### config.mk
export PLATFORM = sky130hd
export DESIGN_NAME = frv_pipeline_writeback
export DESIGN_NICKNAME = d
export VERILOG_FILES = /design/src/verilog/frv_pkg.sv /design/src/verilog/frv_wb_ctrl.sv /design/src/verilog/frv_wb_cf_unit.sv /design/src/verilog/frv_wb_load_align.sv /design/src/verilog/frv_retire_counter.sv /design/src/verilog/frv_wb_gpr_select.sv /design/src/verilog/frv_pipeline_writeback.sv
export SDC_FILE = /design/constraint.sdc
export NUM_CORES = 1
export LEC_CHECK = 0
export BUFFER_PORTS_ARGS = -buffer_cell sky130_fd_sc_hd__clkbuf_2
export CORE_AREA = 2 2 227 229
export CTS_BUF_LIST = sky130_fd_sc_hd__clkbuf_4
export CTS_CLUSTER_DIAMETER = 40
export DETAILED_ROUTE_END_ITERATION = 7
export DIE_AREA = 0 0 229 231
export PLACE_DENSITY_LB_ADDON = 0.3
export RECOVER_POWER = 25
export SETUP_SLACK_MARGIN = 0.02
export SYNTH_ARGS = -nofsm -noshare
export SYNTH_HDL_FRONTEND = slang
export SYNTH_SLANG_ARGS = --single-unit
export TNS_END_PERCENT = 20
### constraint.sdc
create_clock -name g_clk -period 3.5 [get_ports g_clk]
set_input_delay 0.7 -clock g_clk [delete_from_list [all_inputs] [get_ports g_clk]]
set_output_delay 0.7 -clock g_clk [all_outputs]
set_load 0.005 [all_outputs]
### src/verilog/frv_pkg.sv
/*
 * Shared constants for the RV32 writeback stage: core widths, functional
 * unit one-hot positions, micro-op encodings and trap cause codes.
 * Modules pull these in with a wildcard import.
 */

package frv_pkg;

    // Core widths
    // --------------------------------------------------
    localparam int XLEN = 32;                   // Data path width
    localparam int XL   = XLEN - 1;             // Top bit index

    // Functional unit positions in the one-hot s4_fu field
    // --------------------------------------------------
    localparam int P_FU_ALU = 0;
    localparam int P_FU_MUL = 1;
    localparam int P_FU_LSU = 2;
    localparam int P_FU_CFU = 3;
    localparam int P_FU_CSR = 4;

    // CSR micro-op flags, bit positions in s4_uop
    // --------------------------------------------------
    localparam int CSR_READ  = 4;
    localparam int CSR_WRITE = 3;
    localparam int CSR_SET   = 2;
    localparam int CSR_CLEAR = 1;

    // Control flow micro-op codes, anything else is a branch not taken
    // --------------------------------------------------
    localparam logic [4:0] CFU_TAKEN  = 5'b01001; // Branch taken
    localparam logic [4:0] CFU_JALI   = 5'b01010; // JAL, links
    localparam logic [4:0] CFU_JALR   = 5'b01011; // JALR, links
    localparam logic [4:0] CFU_EBREAK = 5'b01101;
    localparam logic [4:0] CFU_ECALL  = 5'b01110;
    localparam logic [4:0] CFU_MRET   = 5'b01111;

    // LSU micro-op fields, size code lives in s4_uop[2:1]
    // --------------------------------------------------
    localparam int LSU_SIGNED = 0;
    localparam int LSU_LOAD   = 3;
    localparam int LSU_STORE  = 4;

    localparam logic [1:0] LSU_BYTE = 2'b01;
    localparam logic [1:0] LSU_HALF = 2'b10;
    localparam logic [1:0] LSU_WORD = 2'b11;

    // Trap causes as written to mcause
    localparam logic [5:0] TRAP_BREAKPT  = 6'd3;
    localparam logic [5:0] TRAP_LDACCESS = 6'd5;
    localparam logic [5:0] TRAP_STACCESS = 6'd7;
    localparam logic [5:0] TRAP_ECALLM   = 6'd11;

endpackage

### src/verilog/frv_wb_ctrl.sv
/*
 * Progress tracking for the instruction held in the writeback stage.
 * Produces the stage stall, the retire pulse, the first-cycle CSR strobe
 * and the pending load/store response level.
 */

`timescale 1ns/100ps

module frv_wb_ctrl import frv_pkg::*; (
    input  logic       g_clk,
    input  logic       g_resetn,
    input  logic       s4_valid,   // Stage inputs valid
    input  logic [4:0] s4_fu,      // One-hot functional unit
    input  logic       cf_req,     // From the control flow unit
    input  logic       cf_ack,
    input  logic       dmem_recv,
    output logic       s4_busy,
    output logic       retire,     // One pulse per instruction
    output logic       csr_first,  // First cycle of a CSR op
    output logic       lsu_wait,   // Memory response still expected
    output logic       cf_done     // Change made, stage still stalled
);

typedef enum logic [1:0] {
    IDLE,        // First cycle, or no instruction
    WAIT_LSU,    // Waiting on the memory response
    WAIT_CF,     // Response seen, change request pending
    DONE_STALL   // Change completed, memory still outstanding
} wb_state_t;

wb_state_t state;
wb_state_t n_state;

logic fu_lsu;
logic fu_csr;
logic lsu_pend;
logic cf_fire;

// Decode
// --------------------------------------------------

assign fu_lsu   = s4_valid && s4_fu[P_FU_LSU];
assign fu_csr   = s4_valid && s4_fu[P_FU_CSR];

assign lsu_wait = fu_lsu && (state != WAIT_CF);
assign lsu_pend = lsu_wait && !dmem_recv;       // Still waiting after this cycle
assign cf_fire  = cf_req && cf_ack;

// Stall and retire
// --------------------------------------------------

assign s4_busy   = lsu_pend || (cf_req && !cf_ack);
assign retire    = s4_valid && !s4_busy;
assign csr_first = fu_csr && (state == IDLE);
assign cf_done   = (state == DONE_STALL);

always_comb begin
    n_state = IDLE;                             // Retire or nothing held
    if (s4_busy) begin
        if (lsu_pend) begin
            // A change can complete while the response is outstanding
            n_state = (cf_fire || cf_done) ? DONE_STALL : WAIT_LSU;
        end else begin
            n_state = WAIT_CF;
        end
    end
end

always_ff @(posedge g_clk) begin
    if (!g_resetn) begin
        state <= IDLE;
    end else begin
        state <= n_state;
    end
end

// Protocol checks
// --------------------------------------------------

// The memory side only answers an access that is still waiting
a_recv_has_wait: assert property (
    @(posedge g_clk) disable iff (!g_resetn)
    dmem_recv |-> lsu_wait
);

a_busy_has_valid: assert property (
    @(posedge g_clk) disable iff (!g_resetn)
    $rose(s4_busy) |-> s4_valid
);

endmodule

### src/verilog/frv_wb_cf_unit.sv
/*
 * Control flow and trap handling for the writeback stage. Holds the stage
 * PC, raises and holds cf_req until acknowledged, selects the target and
 * forms the trap cause. Also provides the link value for JAL/JALR.
 */

`timescale 1ns/100ps

module frv_wb_cf_unit import frv_pkg::*; #(
    parameter logic [XL:0] PC_RESET_VALUE = 32'h8000_0000
) (
    input  logic        g_clk,
    input  logic        g_resetn,
    input  logic        s4_valid,
    input  logic [ 4:0] s4_fu,
    input  logic [ 4:0] s4_uop,
    input  logic [ 1:0] s4_size,      // Instruction size in halfwords
    input  logic [XL:0] s4_opr_a,     // Jump target or upstream cause
    input  logic        s4_trap,      // Upstream trap
    input  logic        lsu_error,    // Bus error in this cycle
    input  logic        lsu_store,
    input  logic        cf_ack,
    input  logic        cf_done,
    input  logic        retire,
    input  logic [XL:0] csr_mepc,
    input  logic [XL:0] csr_mtvec,
    output logic        cf_req,
    output logic [XL:0] cf_target,
    output logic [XL:0] link_wdata,
    output logic        trap_cpu,
    output logic [ 5:0] trap_cause,
    output logic [XL:0] trap_pc,
    output logic        exec_mret,
    output logic [XL:0] pc
);

logic fu_cfu;
logic cfu_taken;
logic cfu_ebreak;
logic cfu_ecall;
logic cfu_mret;
logic lsu_err_q;   // Bus error seen, waiting on the trap request
logic lsu_trap;
logic tgt_trap;

// Decode
// --------------------------------------------------

assign fu_cfu     = s4_valid && s4_fu[P_FU_CFU];
assign cfu_taken  = fu_cfu && (s4_uop == CFU_TAKEN || s4_uop == CFU_JALI ||
                               s4_uop == CFU_JALR);
assign cfu_ebreak = fu_cfu && (s4_uop == CFU_EBREAK);
assign cfu_ecall  = fu_cfu && (s4_uop == CFU_ECALL);
assign cfu_mret   = fu_cfu && (s4_uop == CFU_MRET);

assign lsu_trap   = lsu_error || lsu_err_q;
assign tgt_trap   = cfu_ebreak || cfu_ecall || (s4_valid && s4_trap) || lsu_trap;

// Request and target
// --------------------------------------------------

assign cf_req    = (cfu_taken || cfu_mret || tgt_trap) && !cf_done;

assign cf_target = tgt_trap ? csr_mtvec :   // Traps win over jumps
                   cfu_mret ? csr_mepc  :
                              s4_opr_a  ;

assign exec_mret = cfu_mret && retire;

// Trap reporting
assign trap_cpu   = tgt_trap;
assign trap_cause = lsu_trap && !lsu_store ? TRAP_LDACCESS :
                    lsu_trap               ? TRAP_STACCESS :
                    cfu_ebreak             ? TRAP_BREAKPT  :
                    cfu_ecall              ? TRAP_ECALLM   :
                                             s4_opr_a[5:0] ;
assign trap_pc    = pc;

// Stage PC
// --------------------------------------------------

assign link_wdata = pc + {{(XLEN-3){1'b0}}, s4_size, 1'b0};

always_ff @(posedge g_clk) begin
    if (!g_resetn) begin
        pc        <= PC_RESET_VALUE;
        lsu_err_q <= 1'b0;
    end else begin
        if (cf_req && cf_ack) begin
            pc <= cf_target;
        end else if (retire && !cf_done) begin
            pc <= link_wdata;                   // Next sequential PC
        end
        if (retire) begin
            lsu_err_q <= 1'b0;
        end else if (lsu_error) begin
            lsu_err_q <= 1'b1;
        end
    end
end

a_req_held: assert property (
    @(posedge g_clk) disable iff (!g_resetn)
    (cf_req && !cf_ack) |=> (cf_req && $stable(cf_target))
);

endmodule

### src/verilog/frv_wb_load_align.sv
/*
 * Load data alignment. Moves the addressed byte or halfword of a memory
 * word down to bit 0 and zero or sign extends it to the full data width.
 * Purely combinational.
 */

`timescale 1ns/100ps

module frv_wb_load_align import frv_pkg::*; (
    input  logic [XL:0] dmem_rdata,   // Raw memory word
    input  logic [ 1:0] addr_lo,      // Byte offset in the word
    input  logic [ 1:0] lsu_size,
    input  logic        lsu_signed,
    output logic [XL:0] load_data
);

logic [XL:0] rdata_sh;
logic        sign_b;
logic        sign_h;

// Offset in bytes becomes a shift in bits
assign rdata_sh = dmem_rdata >> {addr_lo, 3'b000};

assign sign_b   = lsu_signed && rdata_sh[7];
assign sign_h   = lsu_signed && rdata_sh[15];

// Extension
// --------------------------------------------------

always_comb begin
    case (lsu_size)
        LSU_BYTE: begin
            load_data = {{(XLEN-8){sign_b}}, rdata_sh[7:0]};
        end
        LSU_HALF: begin
            load_data = {{(XLEN-16){sign_h}}, rdata_sh[15:0]};
        end
        LSU_WORD: begin
            load_data = rdata_sh;
        end
        default: begin
            load_data = rdata_sh;               // Unused size code
        end
    endcase
end

endmodule

### src/verilog/frv_retire_counter.sv
/*
 * Count of retired instructions, used for minstret and trace ordering.
 * Wraps at the top of its range.
 */

`timescale 1ns/100ps

module frv_retire_counter #(
    parameter int RET_CNT_W = 64
) (
    input  logic                 g_clk,
    input  logic                 g_resetn,
    input  logic                 retire,    // One pulse per instruction
    output logic [RET_CNT_W-1:0] instret
);

always_ff @(posedge g_clk) begin
    if (!g_resetn) begin
        instret <= '0;
    end else if (retire) begin
        instret <= instret + {{(RET_CNT_W-1){1'b0}}, 1'b1};
    end
end

// Monotonic apart from the wrap
a_no_decrease: assert property (
    @(posedge g_clk) disable iff (!g_resetn)
    (instret != '1) |=> (instret >= $past(instret))
);

endmodule

### src/verilog/frv_wb_gpr_select.sv
/*
 * GPR writeback selection. Picks the write enable and data from the
 * functional unit results and mirrors them on the forwarding outputs.
 */

`timescale 1ns/100ps

module frv_wb_gpr_select import frv_pkg::*; (
    input  logic        s4_valid,
    input  logic [ 4:0] s4_fu,
    input  logic [ 4:0] s4_uop,
    input  logic [ 4:0] s4_rd,
    input  logic [XL:0] s4_opr_a,     // ALU and MUL result
    input  logic        s4_trap,
    input  logic        csr_first,
    input  logic [XL:0] csr_rdata,
    input  logic [XL:0] link_wdata,
    input  logic [XL:0] load_data,
    input  logic        dmem_recv,
    input  logic        dmem_error,
    input  logic        lsu_wait,
    output logic        gpr_wen,
    output logic [ 4:0] gpr_rd,
    output logic [XL:0] gpr_wdata,
    output logic [ 4:0] fwd_s4_rd,
    output logic [XL:0] fwd_s4_wdata,
    output logic        fwd_s4_load,
    output logic        fwd_s4_csr
);

logic alu_wen;
logic mul_wen;
logic csr_wen;
logic cfu_wen;
logic lsu_wen;

assign alu_wen = s4_valid && s4_fu[P_FU_ALU];
assign mul_wen = s4_valid && s4_fu[P_FU_MUL];
assign csr_wen = csr_first && s4_uop[CSR_READ];     // Read value only valid now
assign cfu_wen = s4_valid && s4_fu[P_FU_CFU] &&
                 (s4_uop == CFU_JALI || s4_uop == CFU_JALR);
assign lsu_wen = lsu_wait && dmem_recv && s4_uop[LSU_LOAD] && !dmem_error;

// Write port
// --------------------------------------------------

assign gpr_wen   = !s4_trap && (alu_wen || mul_wen || csr_wen || cfu_wen || lsu_wen);
assign gpr_rd    = s4_rd;
assign gpr_wdata = {XLEN{alu_wen || mul_wen}} & s4_opr_a   |
                   {XLEN{csr_wen}}            & csr_rdata  |
                   {XLEN{cfu_wen}}            & link_wdata |
                   {XLEN{lsu_wen}}            & load_data  ;

assign fwd_s4_rd    = s4_rd;
assign fwd_s4_wdata = gpr_wdata;
assign fwd_s4_load  = s4_valid && s4_fu[P_FU_LSU] && s4_uop[LSU_LOAD];
assign fwd_s4_csr   = s4_valid && s4_fu[P_FU_CSR];

endmodule

### src/verilog/frv_pipeline_writeback.sv
/*
 * Writeback stage of the RV32 pipeline. Finishes each instruction: GPR
 * writeback, load data return, CSR access, control flow changes and traps,
 * trace output and the retired instruction count.
 */

`timescale 1ns/100ps

module frv_pipeline_writeback import frv_pkg::*; #(
    parameter logic [XL:0] PC_RESET_VALUE = 32'h8000_0000,
    parameter int          RET_CNT_W      = 64
) (
    input  logic                 g_clk,
    input  logic                 g_resetn,
    input  logic                 s4_valid,
    output logic                 s4_busy,
    input  logic [ 4:0]          s4_rd,
    input  logic [XL:0]          s4_opr_a,
    input  logic [XL:0]          s4_opr_b,     // CSR address or LSU address
    input  logic [ 4:0]          s4_uop,
    input  logic [ 4:0]          s4_fu,
    input  logic                 s4_trap,
    input  logic [ 1:0]          s4_size,
    input  logic [31:0]          s4_instr,
    output logic [ 4:0]          fwd_s4_rd,
    output logic [XL:0]          fwd_s4_wdata,
    output logic                 fwd_s4_load,
    output logic                 fwd_s4_csr,
    output logic                 gpr_wen,
    output logic [ 4:0]          gpr_rd,
    output logic [XL:0]          gpr_wdata,
    output logic                 trap_cpu,
    output logic [ 5:0]          trap_cause,
    output logic [XL:0]          trap_pc,
    output logic                 exec_mret,
    input  logic [XL:0]          csr_mepc,
    input  logic [XL:0]          csr_mtvec,
    output logic                 csr_en,
    output logic                 csr_wr,
    output logic                 csr_wr_set,
    output logic                 csr_wr_clr,
    output logic [11:0]          csr_addr,
    output logic [XL:0]          csr_wdata,
    input  logic [XL:0]          csr_rdata,
    output logic                 cf_req,
    output logic [XL:0]          cf_target,
    input  logic                 cf_ack,
    output logic                 hold_lsu_req,
    input  logic                 dmem_recv,
    output logic                 dmem_ack,
    input  logic                 dmem_error,
    input  logic [XL:0]          dmem_rdata,
    output logic [XL:0]          trs_pc,
    output logic [31:0]          trs_instr,
    output logic                 trs_valid,
    output logic [RET_CNT_W-1:0] instret
);

logic        retire;
logic        csr_first;
logic        lsu_wait;
logic        lsu_error;
logic        cf_done;
logic        [XL:0] pc;
logic [XL:0] link_wdata;
logic [XL:0] load_data;

// Direct outputs
// --------------------------------------------------

assign csr_en       = csr_first;
assign csr_wr       = csr_first && s4_uop[CSR_WRITE];
assign csr_wr_set   = csr_first && s4_uop[CSR_SET];
assign csr_wr_clr   = csr_first && s4_uop[CSR_CLEAR];
assign csr_addr     = s4_opr_b[11:0];
assign csr_wdata    = s4_opr_a;

assign dmem_ack     = lsu_wait;
assign lsu_error    = lsu_wait && dmem_recv && dmem_error;
assign hold_lsu_req = cf_req || lsu_wait;       // No new accesses until settled

assign trs_pc       = pc;
assign trs_instr    = s4_instr;
assign trs_valid    = retire;

// Blocks
// --------------------------------------------------

frv_wb_ctrl u_ctrl (
    .g_clk(g_clk), .g_resetn(g_resetn), .s4_valid(s4_valid), .s4_fu(s4_fu),
    .cf_req(cf_req), .cf_ack(cf_ack), .dmem_recv(dmem_recv),
    .s4_busy(s4_busy), .retire(retire), .csr_first(csr_first),
    .lsu_wait(lsu_wait), .cf_done(cf_done)
);

frv_wb_cf_unit #(.PC_RESET_VALUE(PC_RESET_VALUE)) u_cf_unit (
    .g_clk(g_clk), .g_resetn(g_resetn), .s4_valid(s4_valid), .s4_fu(s4_fu),
    .s4_uop(s4_uop), .s4_size(s4_size), .s4_opr_a(s4_opr_a), .s4_trap(s4_trap),
    .lsu_error(lsu_error), .lsu_store(s4_uop[LSU_STORE]), .cf_ack(cf_ack),
    .cf_done(cf_done), .retire(retire), .csr_mepc(csr_mepc),
    .csr_mtvec(csr_mtvec), .cf_req(cf_req), .cf_target(cf_target),
    .link_wdata(link_wdata), .trap_cpu(trap_cpu), .trap_cause(trap_cause),
    .trap_pc(trap_pc), .exec_mret(exec_mret), .pc(pc)
);

frv_wb_load_align u_load_align (
    .dmem_rdata(dmem_rdata), .addr_lo(s4_opr_b[1:0]), .lsu_size(s4_uop[2:1]),
    .lsu_signed(s4_uop[LSU_SIGNED]), .load_data(load_data)
);

frv_retire_counter #(.RET_CNT_W(RET_CNT_W)) u_retire_counter (
    .g_clk(g_clk), .g_resetn(g_resetn), .retire(retire), .instret(instret)
);

frv_wb_gpr_select u_gpr_select (
    .s4_valid(s4_valid), .s4_fu(s4_fu), .s4_uop(s4_uop), .s4_rd(s4_rd),
    .s4_opr_a(s4_opr_a), .s4_trap(s4_trap), .csr_first(csr_first),
    .csr_rdata(csr_rdata), .link_wdata(link_wdata), .load_data(load_data),
    .dmem_recv(dmem_recv), .dmem_error(dmem_error), .lsu_wait(lsu_wait),
    .gpr_wen(gpr_wen), .gpr_rd(gpr_rd), .gpr_wdata(gpr_wdata),
    .fwd_s4_rd(fwd_s4_rd), .fwd_s4_wdata(fwd_s4_wdata),
    .fwd_s4_load(fwd_s4_load), .fwd_s4_csr(fwd_s4_csr)
);

endmodule

==> results_tabular.tex <==
\begin{tabular}{lr}
\hline
Metric & Value \\
\hline
\multicolumn{2}{l}{\textbf{Status}} \\
Run status & finished with violations \\
Failing checks & negative setup slack \\
\multicolumn{2}{l}{\textbf{Synthesis}} \\
Syn\_area\_per\_cell & 7.71 sq um \\
Post-synth cell types & 73 \\
Synth Area in Simple Gates & 0.233 \\
Cell Area, Synth & 0.00874 sq mm \\
Proportion of register bits with asynchronous set or reset after synthesis & 0 \\
Most used flip-flop cell after synthesis & dfxtp\_1 \\
Count of mapped cells out of synthesis & 1134 \\
Sequential area share after synthesis & 0.227 \\
Fraction of the mapped netlist area in compound gates & 0.187 \\
Count of flip-flops with a built-in enable after synthesis & 0 \\
Register bit count reported by yosys & 99 \\
Net Count, Synth & 1388 \\
Area share of xor/xnor cells in the synthesized design & 0.0812 \\
Multiplexer share of the synthesized area & 0.0902 \\
Adder-Cell Fraction of Synth Area & 0.0107 \\
Number of synthesis warnings & 0 \\
Largest family of logic cells by synthesized area & simple AND/OR/NAND/NOR gates \\
\multicolumn{2}{l}{\textbf{Clocking}} \\
Number of H-tree levels & 3 \\
Clock Root Buffer & clkbuf\_4 \\
Maximum number of buffers from clock root to sink & 2 \\
Skew-Pair Late Insertion Delay & 0.59 ns \\
TritonCTS Buffers & 9 \\
CTS Hold Buffers Added & 0 \\
Number of clock sinks seen by CTS & 99 \\
Clock transition at the registers of the reported paths & 0.21 ns \\
CTS tree & done \\
\multicolumn{2}{l}{\textbf{Power and ir drop}} \\
Leakage component of the power & 5.30 nW \\
Total Power Consumption & 0.00313 W \\
IR Drop Worst-Case VDD & 239 uV \\
Power per cell area & 260 mW/mm\^{}2 \\
\multicolumn{2}{l}{\textbf{Setup path}} \\
Most prevalent standard cell on the critical path & buf\_6 \\
Arrival time of the worst setup path & 2.94 ns \\
Crit Path Class & flop to primary output \\
Worst path required time & 2.80 ns \\
Type of element launching the critical path & flop \\
Critical path, cell by cell & ha\_4, inv\_2, fa\_2, and3b\_1, nand3\_1, buf\_6, buf\_6, nor3\_2, xor2\_1, nand2\_1, nand4\_1, clkbuf\_2 \\
CP top delay family & simple AND/OR/NAND/NOR gates \\
Slowest cell delay on critical path & 0.39 ns \\
Type of element capturing the critical path & primary output \\
Maximum fanout along the worst path & 5 \\
Cell type of the slowest stage on the worst timing path & dfxtp\_2 \\
Count of buffering cells on the critical path with inverters included & 4 \\
\multicolumn{2}{l}{\textbf{STA}} \\
Portion of the clock cycle consumed by the worst path in the final layout & 1.04 \\
Setup repair after global routing missed its margin & true \\
Number of pins exceeding their max-slew limit in the final report & 0 \\
Peak clock frequency supported by timing & 0.275 GHz \\
Worst hold margin & 0.327 ns \\
Final setup skew & 0.0555 ns \\
Final setup fails & 32 \\
Setup ws final & -0.140 ns \\
Hold Violations, Final & 0 \\
Headroom to the max-slew limit & 0.523 \\
Slew at the pin closest to its max-slew limit & 0.709 ns \\
Fin crit period & 3.64 ns \\
\multicolumn{2}{l}{\textbf{Placement}} \\
Placed Instance Area & 0.0115 sq mm \\
RePlAce Congestion & 0.910 \\
Placement-stage worst setup slack & -0.309 ns \\
Number of cells after detailed placement & 2169 \\
Detailed Place HPWL & 42600 um \\
I/O Buffers & 458 \\
\multicolumn{2}{l}{\textbf{Finish}} \\
Fill cell count & 5728 \\
Layout cell share with drive strength beyond 1 & 0.449 \\
Multi-input gate area in the final layout & 0.00557 sq mm \\
FF+latch area & 0.00199 sq mm \\
Final non-filler cell total & 2204 \\
Post-route cell area & 0.0120 sq mm \\
Area Growth Syn to Fin & 37.7\% \\
Nets & 1769 \\
\multicolumn{2}{l}{\textbf{Floorplan}} \\
Number of top-level pins & 578 \\
Total Die Area & 0.0529 sq mm \\
Number of core rows & 83 \\
Horizontal extent of the die & 229 um \\
Initial core utilization & 0.172 \\
Floorplan Core Area & 0.0507 sq mm \\
Height of the die & 231 um \\
\multicolumn{2}{l}{\textbf{Route}} \\
Detailed-routing iteration count for the pre-antenna-repair pass & 8 \\
Post-DR vias/cell & 4.67 \\
Vias post-DR & 10303 \\
Detailed router's first-iteration violation count & 705 \\
Detailed-route wire length per cell & 23.1 um \\
Residual antenna-violating net count after detailed routing & 0 \\
Final wirelength & 50800 um \\
Number of DRC violations after detailed routing & 0 \\
\multicolumn{2}{l}{\textbf{Global routing}} \\
Vias in the first global route & 9258 \\
First-pass GRT wire length & 69300 um \\
Largest net degree at the start of global routing & 60 \\
GRT Overall Usage & 0.182 \\
Initial antenna violation count & 8 \\
GRT Residual Overflow & 0 \\
\multicolumn{2}{l}{\textbf{Worst hold path}} \\
Class of the tightest hold or removal check & input port to flop \\
\multicolumn{2}{l}{\textbf{Job}} \\
Max cap viols & 0 \\
\hline
\end{tabular}
-- power breakdown --
group          total, W  switching (W)  internal [W]  leakage, nW
sequential      0.00121      0.0000441       0.00117        0.805
clock          0.000762       0.000523      0.000240       0.0886
combinational   0.00116       0.000668      0.000490         4.40
-- worst register-to-register path: stages (launching register included) --
cell	delay (ns)
dfxtp_1	0.50
nand4_2	0.18
nor4_4	0.54
nand4_4	0.20
or4_1	0.61
or4_1	0.55
a21oi_1	0.15
-- timing repair --
item                                    in CTS  in global routing
gates resized for setup                     49                 26
endpoints found under the setup margin      90                 76
setup buffers                                8                  7
pin swaps                                   25                 15
-- cell usage in the layout, fill, tap and decap left out, drive strengths merged, types with 15 or more instances in the layout --
master	n
a21oi	77
a222oi	22
and3	15
buf	136
clkbuf	462
dfxtp	99
inv	28
mux2	36
mux2i	36
nand2	97
nand3	39
nand4	31
nor2	79
nor3	21
nor4	39
o21ai	48
xnor2	47
xor2	34
-- synthesized netlist by cell type (4+ instances only) --
library cell	count	area share
buf_4	151	0.13
buf_2	9	0.0052
and2_1	10	0.0072
o211a_1	13	0.015
nand3b_1	4	0.0034
xor2_1	34	0.034
and3_1	13	0.0093
inv_1	24	0.010
mux2_2	36	0.046
nor2_1	79	0.034
xnor2_1	47	0.047
a31oi_1	6	0.0043
a221oi_1	4	0.0040
nor4_1	36	0.026
or2_2	5	0.0036
or3_1	12	0.0086
o211ai_1	11	0.0095
nand4_1	28	0.020
a22oi_1	4	0.0034
nand2b_1	8	0.0057
a22o_1	7	0.0070
a31o_2	5	0.0050
mux2i_1	36	0.041
and4_1	7	0.0070
clkbuf_1	54	0.023
a222oi_1	22	0.025
nor3_1	21	0.012
ha_1	5	0.0072
or4_1	11	0.0095
a21o_1	4	0.0034
o21ai_0	48	0.027
a21oi_1	76	0.044
nand2_1	97	0.042
o31ai_1	11	0.0095
dfxtp_1	99	0.23
nand3_1	39	0.022
buf_1	5	0.0021
-- area by class of cell --
type	count	share of cell area
tap	680	0.0707
antenna	4	0.000832
sequential	99	0.165
clock inverter	7	0.00832
timing repair buffer	589	0.279
clock buffer	9	0.00562
multi-input combinational	791	0.463
inverter	25	0.00780
-- state kept, by name, summed over array words and instances (netlist names) --
| name | flops |
|---|---|
| u_retire_counter.instret | 64 |
| u_cf_unit.pc | 32 |
| u_ctrl.state | 2 |
| u_cf_unit.lsu_err_q | 1 |
-- logic make-up after synthesis --
logic type,after synthesis
compound gates,241
simple gates,389
mux,73
flops,99
xor+xnor,81
buf+inv,244
fa+ha+maj,7
-- worst paths after layout --
check | cells past startpoint | to | from | slack (ns)
setup / recovery | 12 | gpr_wdata[25] | u_cf_unit.pc[1]$_SDFFE_PN0P_ | -0.14
hold / removal | 2 | u_ctrl.state[0]$_SDFF_PN0_ | dmem_recv | 0.33
setup reg to reg | 6 | u_retire_counter.instret[61]$_SDFFE_PN0P_ | u_retire_counter.instret[18]$_SDFFE_PN0P_ | 0.67
hold reg to reg | 2 | u_retire_counter.instret[63]$_SDFFE_PN0P_ | u_retire_counter.instret[63]$_SDFFE_PN0P_ | 0.50
-- layer usage --
metal,GRT usage,routed length (um),vias to the layer above
met5,0,26,-
met4,0.0619,1360,4
met3,0.0366,3490,47
met2,0.294,23500,527
met1,0.242,22400,4976
li1,-,-,4749
-- per-stage QoR --
stage               TNS [ns]   util
finish                 -2.34  0.237
global route           -9.56  0.237
CTS                    -6.27  0.235
detailed placement     -6.47  0.227
global placement       -6.01  0.227
floorplan            -0.0283      -
Power figures use the tool's default switching activity.
